### config.mk
export PLATFORM = sky130hd
export DESIGN_NAME = sr_fabric_top
export DESIGN_NICKNAME = d
export VERILOG_FILES = /design/src/sr_pkg.sv /design/src/sr_fabric_top.sv /design/src/sr_resp_tree.sv /design/src/sr_app_regs.sv /design/src/sr_req_pipe.sv
export VERILOG_INCLUDE_DIRS = /design/src
export SDC_FILE = /design/constraint.sdc
export NUM_CORES = 2
export LEC_CHECK = 0
export ABC_AREA = 0
export BUFFER_PORTS_ARGS = -buffer_cell sky130_fd_sc_hd__buf_2
export CAP_MARGIN = 30
export CORE_MARGIN = 10
export CORE_UTILIZATION = 35
export CTS_BUF_LIST = sky130_fd_sc_hd__clkbuf_8
export DETAILED_ROUTE_END_ITERATION = 8
export GPL_ROUTABILITY_DRIVEN = 0
export GPL_TIMING_DRIVEN = 0
export PLACE_DENSITY_LB_ADDON = 0.05
export SLEW_MARGIN = 20
export SYNTH_ARGS = -nofsm -noshare
export SYNTH_HDL_FRONTEND = slang
export SYNTH_HIERARCHICAL = 1
export SYNTH_SLANG_ARGS = --single-unit
### constraint.sdc
create_clock -name global_clk -period 5.9 [get_ports global_clk]
set_input_delay 1.18 -clock global_clk [delete_from_list [all_inputs] [get_ports global_clk]]
set_output_delay 1.18 -clock global_clk [all_outputs]
set_load 0.01 [all_outputs]
### src/sr_config.svh
// Soft-register fabric build parameters: pipeline depth, app count and field widths
`ifndef SR_CONFIG_SVH
`define SR_CONFIG_SVH

// ------------------------------
// Request path
// ------------------------------

// Register stages between the host port and the app broadcast
`define SR_REQ_STAGES 3

// Number of application register blocks, power of two only
`define SR_NUM_APPS 4

// ------------------------------
// Bus and field widths
// ------------------------------

// Word address, bits above the app select are ignored
`define SR_ADDR_W 8

// Register data
`define SR_DATA_W 32

// Register index within one app, lowest address bits
`define SR_REG_IDX_W 3

// App select, directly above the register index
`define SR_APP_ID_W 2

`endif
### src/sr_pkg.sv
// Soft-register fabric types: address and data vectors, request and response structs
`include "sr_config.svh"

package sr_pkg;

	// ------------------------------
	// Plain vectors
	// ------------------------------

	// Word address, [2:0] register index, [4:3] app select, [7:5] unused
	typedef logic [`SR_ADDR_W-1:0] sr_addr_t;

	// Register value
	typedef logic [`SR_DATA_W-1:0] sr_data_t;

	// Register index within one app
	typedef logic [`SR_REG_IDX_W-1:0] reg_idx_t;

	// App number
	typedef logic [`SR_APP_ID_W-1:0] app_id_t;

	// ------------------------------
	// Bus structs
	// ------------------------------

	// Host request, valid is a single-cycle strobe
	typedef struct packed {
		logic     valid;
		logic     write;
		sr_addr_t addr;
		sr_data_t data;
	} sr_req_t;

	// Read response, all zeros when idle so responses can be ORed
	typedef struct packed {
		logic     valid;
		sr_data_t data;
	} sr_resp_t;

endpackage

### src/sr_fabric_top.sv
// Soft-register fabric top: request pipeline, app broadcast and response merge tree
`include "sr_config.svh"

module sr_fabric_top (
	input  logic             global_clk,
	input  logic             global_rst_n,
	input  sr_pkg::sr_req_t  host_req,
	output sr_pkg::sr_resp_t host_resp
);
	import sr_pkg::*;

	// Broadcast request, same copy to every app
	sr_req_t app_req;

	// One response slot per app
	sr_resp_t [`SR_NUM_APPS-1:0] app_resp;

	genvar app_num;

	// ------------------------------
	// Request pipeline
	// ------------------------------

	sr_req_pipe #(
		.STAGES(`SR_REQ_STAGES)
	) i_req_pipe (
		.global_clk(global_clk),
		.global_rst_n(global_rst_n),
		.req_in(host_req),
		.req_out(app_req)
	);

	// ------------------------------
	// Apps
	// ------------------------------

	// Each app decodes its own slice from the shared request
	for (app_num = 0; app_num < `SR_NUM_APPS; app_num++) begin : g_app
		sr_app_regs #(
			.APP_ID(app_num)
		) i_app (
			.global_clk(global_clk),
			.global_rst_n(global_rst_n),
			.req(app_req),
			.resp(app_resp[app_num])
		);
	end

	// ------------------------------
	// Response merge
	// ------------------------------

	sr_resp_tree #(
		.N_LEAVES(`SR_NUM_APPS)
	) i_resp_tree (
		.global_clk(global_clk),
		.global_rst_n(global_rst_n),
		.leaf_resp(app_resp),
		.root_resp(host_resp)
	);

endmodule

### src/sr_resp_tree.sv
// Response merge tree: registered binary OR levels from the apps to the host
module sr_resp_tree #(
	parameter int N_LEAVES = 4
) (
	input  logic                            global_clk,
	input  logic                            global_rst_n,
	input  sr_pkg::sr_resp_t [N_LEAVES-1:0] leaf_resp,
	output sr_pkg::sr_resp_t                root_resp
);
	import sr_pkg::*;

	// One register level per halving
	localparam int LEVELS = $clog2(N_LEAVES);

	genvar lv;

	// ------------------------------
	// Tree levels
	// ------------------------------

	for (lv = 0; lv < LEVELS; lv++) begin : g_level
		// Nodes produced by this level
		localparam int N_OUT = N_LEAVES >> (lv + 1);

		sr_resp_t [2*N_OUT-1:0] node_in;
		sr_resp_t [N_OUT-1:0]   node_q;

		// Leaves feed the first level, later levels take the one below
		if (lv == 0) begin : g_leaf
			assign node_in = leaf_resp;
		end else begin : g_inner
			assign node_in = g_level[lv-1].node_q;
		end

		// At most one input of a pair is nonzero in any cycle
		always_ff @(posedge global_clk) begin
			if (global_rst_n) begin
				node_q <= '0;
			end else begin
				for (int i = 0; i < N_OUT; i++) begin
					node_q[i] <= node_in[2*i] | node_in[2*i+1];
				end
			end
		end
	end

	// ------------------------------
	// Root
	// ------------------------------

	// Single node left after the last level
	assign root_resp = g_level[LEVELS-1].node_q[0];

endmodule

### src/sr_app_regs.sv
// Application register block: address slice match, storage, write counter, read response
module sr_app_regs #(
	parameter int APP_ID = 0
) (
	input  logic             global_clk,
	input  logic             global_rst_n,
	input  sr_pkg::sr_req_t  req,
	output sr_pkg::sr_resp_t resp
);
	import sr_pkg::*;

	// Address field positions follow the typedef widths
	localparam int IDX_W = $bits(reg_idx_t);
	localparam int ID_W = $bits(app_id_t);

	// Top index is the write counter, the rest are storage
	localparam int N_STORE = (1 << IDX_W) - 1;
	localparam reg_idx_t CNT_IDX = reg_idx_t'(N_STORE);
	localparam app_id_t MY_ID = app_id_t'(APP_ID);

	reg_idx_t idx;
	app_id_t  sel;
	logic     hit;
	logic     wr_hit;
	logic     rd_hit;
	sr_data_t regs_q [N_STORE];
	sr_data_t wr_cnt_q;
	sr_data_t rd_data;
	sr_resp_t resp_q;

	// ------------------------------
	// Address decode
	// ------------------------------

	assign idx = req.addr[IDX_W-1:0];
	assign sel = req.addr[IDX_W +: ID_W];

	// Only our slice of the address space, bits above select ignored
	assign hit = req.valid && (sel == MY_ID);
	assign wr_hit = hit && req.write;
	assign rd_hit = hit && !req.write;

	// ------------------------------
	// Storage and write counter
	// ------------------------------

	always_ff @(posedge global_clk) begin
		if (global_rst_n) begin
			for (int i = 0; i < N_STORE; i++) begin
				regs_q[i] <= '0;
			end
			wr_cnt_q <= '0;
		end else if (wr_hit) begin
			if (idx == CNT_IDX) begin
				// Writing the counter index clears it, data is dropped
				wr_cnt_q <= '0;
			end else begin
				regs_q[idx] <= req.data;
				// Wraps at the full data width
				wr_cnt_q <= wr_cnt_q + 1'b1;
			end
		end
	end

	// ------------------------------
	// Read path
	// ------------------------------

	always_comb begin
		if (idx == CNT_IDX) begin
			rd_data = wr_cnt_q;
		end else begin
			rd_data = regs_q[idx];
		end
	end

	// Idle cycles keep every response bit low for the OR merge
	always_ff @(posedge global_clk) begin
		if (global_rst_n) begin
			resp_q <= '0;
		end else begin
			resp_q.valid <= rd_hit;
			resp_q.data  <= rd_hit ? rd_data : '0;
		end
	end

	assign resp = resp_q;

endmodule

### src/sr_req_pipe.sv
// Soft-register request pipeline: fixed chain of registers toward the apps
module sr_req_pipe #(
	parameter int STAGES = 1
) (
	input  logic            global_clk,
	input  logic            global_rst_n,
	input  sr_pkg::sr_req_t req_in,
	output sr_pkg::sr_req_t req_out
);
	import sr_pkg::*;

	// One independent request per stage
	sr_req_t stage_q [STAGES];

	// ------------------------------
	// Stage registers
	// ------------------------------

	// Reset is synchronous and active high
	always_ff @(posedge global_clk) begin
		if (global_rst_n) begin
			for (int i = 0; i < STAGES; i++) begin
				stage_q[i] <= '0;
			end
		end else begin
			stage_q[0] <= req_in;
			for (int i = 1; i < STAGES; i++) begin
				stage_q[i] <= stage_q[i-1];
			end
		end
	end

	// Last stage feeds the app broadcast
	assign req_out = stage_q[STAGES-1];

endmodule

==> out/metrics.yaml <==
grt_pass1_wl_um: 264100
reg2reg_setup_slack_ns: 2.49
vias: 35300
cts_hold_buf: 0
syn-num-nets: 4352
fin_crit_sh_pct: 57.77
drc: 0
rows: 148
rsz0062_at_grt: "no"
maxCapViolations: 0
io_pins: 77
place_ws_ns: 2.345
r2r_end: "g_app[2].i_app/regs_q[4][10]"
path_clk_slew_ns: 0.06
start_kind: "flop"
worstRegToRegCells: 7
nets: 4701
die_y_um: 423.9
tightest_slew_ns: 1.036
finalHoldViolCount: 0
clock_path_buffers: 3
postSynthCellCount: 4304
grt_max_degree: 33
first_pass_iters: 6
place_area_sq_um: 60830
r2r_start: "i_req_pipe/stage_q[0][125]"
cts_resized: 0
cts_root_buf: "clkbuf_8"
whs_ns: 0.4042
min_from: "i_req_pipe/stage_q[0][21]"
hold_path_end: "i_req_pipe/stage_q[0][63]"
yosys_warnings: 6
powerDensity_nw_per_um2: 301.5
io_buffer_count: 72
final_layout_size_suffix_gt1_share_pct: 21.50
crit_fanout: 17
setup-tns-final_ns: 0
ant_nets: 0
antenna_found_initial: 27
avgViaCountPerCell: 4.994
clock_skew_ns: 0.04374
wl_um: 183300
dp_cells: 6586
syn_area_sq_um: 57100
die_w_um: 423.9
insertion_delay_ns: 0.95
die_area_sq_um: 179700
crit_required_ns: 6.52
htree_levels: 4
grt_pass1_vias: 36040
design_area_sq_um: 65800
holdCritPathClass: "reg2reg"
cp.arrival_ns: 4.03
stdcell_count: 7068
min_path_cells: 1
overflow: 0
core_sq_um: 162400
cts_made_buffers: 238
worst_slack_ns: 2.492
post-route-min-period_ns: 3.408
drt_iter0_drc: 3100
leakagePower_nw: 23.83
hpwlAfterDp_um: 120200
finalSetupViolCount: 0
syn_avg_cell_area_sq_um: 13.27
synthToLayoutAreaGrowth_pct: 15.24
wl_per_cell_um: 25.94
crit_type: "reg2reg"
status: "finished clean"
track_usage_pct: 20.11
utilization_pct: 40.52
start_util_pct: 35.16
cts_tree: "done"
cts_sinks: 1372
slew_viol_final: 0
post_cts_buffers: 0
slew-limit-headroom_pct: 30.35
power_mw: 19.84
cp-end-kind: "flop"
ir_drop_mv: 0.2276
timing.fmax_ghz: 0.2934
[critical path, stage by stage, from the launching register on]
cell and delay [ns]:
dfxtp_1 0.30, buf_4 0.34, nand4b_1 0.29, clkbuf_1 0.31, nor2_1 0.66, clkbuf_1 0.40
a21o_2 0.54, buf_16 0.23
[registers in the layout, summed over array words and instances, names as in the netlist]
register                    cells
g_app.i_app/regs_q            896
g_app.i_app/resp              132
g_app.i_app/wr_cnt_q          128
i_req_pipe/stage_q            117
i_resp_tree/g_level.node_q     66
i_resp_tree/root_resp          33
[report_power, final]
part	internal [mW]	switching (mW)
combinational	0.273	0.502
clock	4.72	4.05
sequential	10.2	0.0468
[worst max-delay path by stage]
stage / from / to / slack, ns
finish: i_req_pipe/stage_q[0][125] / g_app[2].i_app/regs_q[4][10] / 2.49
global route: i_req_pipe/stage_q[0][124] / g_app[2].i_app/regs_q[4][10] / 2.39
CTS: i_req_pipe/stage_q[0][124] / g_app[2].i_app/regs_q[4][10] / 2.53
detailed placement: global_rst_n / g_app[2].i_app/regs_q[4][12] / 2.34
global placement: global_rst_n / g_app[0].i_app/regs_q[0][13] / 1.50
floorplan: global_rst_n / g_app[1].i_app/regs_q[4][0] / 2.81
[cell type report]
class | count | area (sq um)
fillers | 15420 | 96600
flip-flops and latches | 1372 | 35150
multi-input cells | 2573 | 20180
clock buffers | 292 | 4019
well taps | 2175 | 2721
plain buffers | 344 | 1752
repair buffers | 109 | 988.4
clock inverters | 165 | 875.8
diodes | 23 | 57.56
inverters | 15 | 56.30
[metal layers]
metal	GRT usage [%]	share of wire, %
met5	0	0
met4	5.250	2.1
met3	3.663	5.6
met2	32.05	47
met1	28.13	46
[layout by cell type (no fill, tap or decap), types with 43 or more instances in the layout]
cell        n
buf_4      57
edfxtp_1  768
nand3_1    43
mux2i_1   146
nor2_1    192
and3_1    116
clkbuf_1  168
nand2_1   341
a21oi_1   192
clkbuf_8  295
dfxtp_1   604
buf_2     158
o21ba_2    95
and2_1    685
mux4_2    254
inv_1     124
nor2b_1    87
No activity file was read; power rests on OpenSTA's default activity.
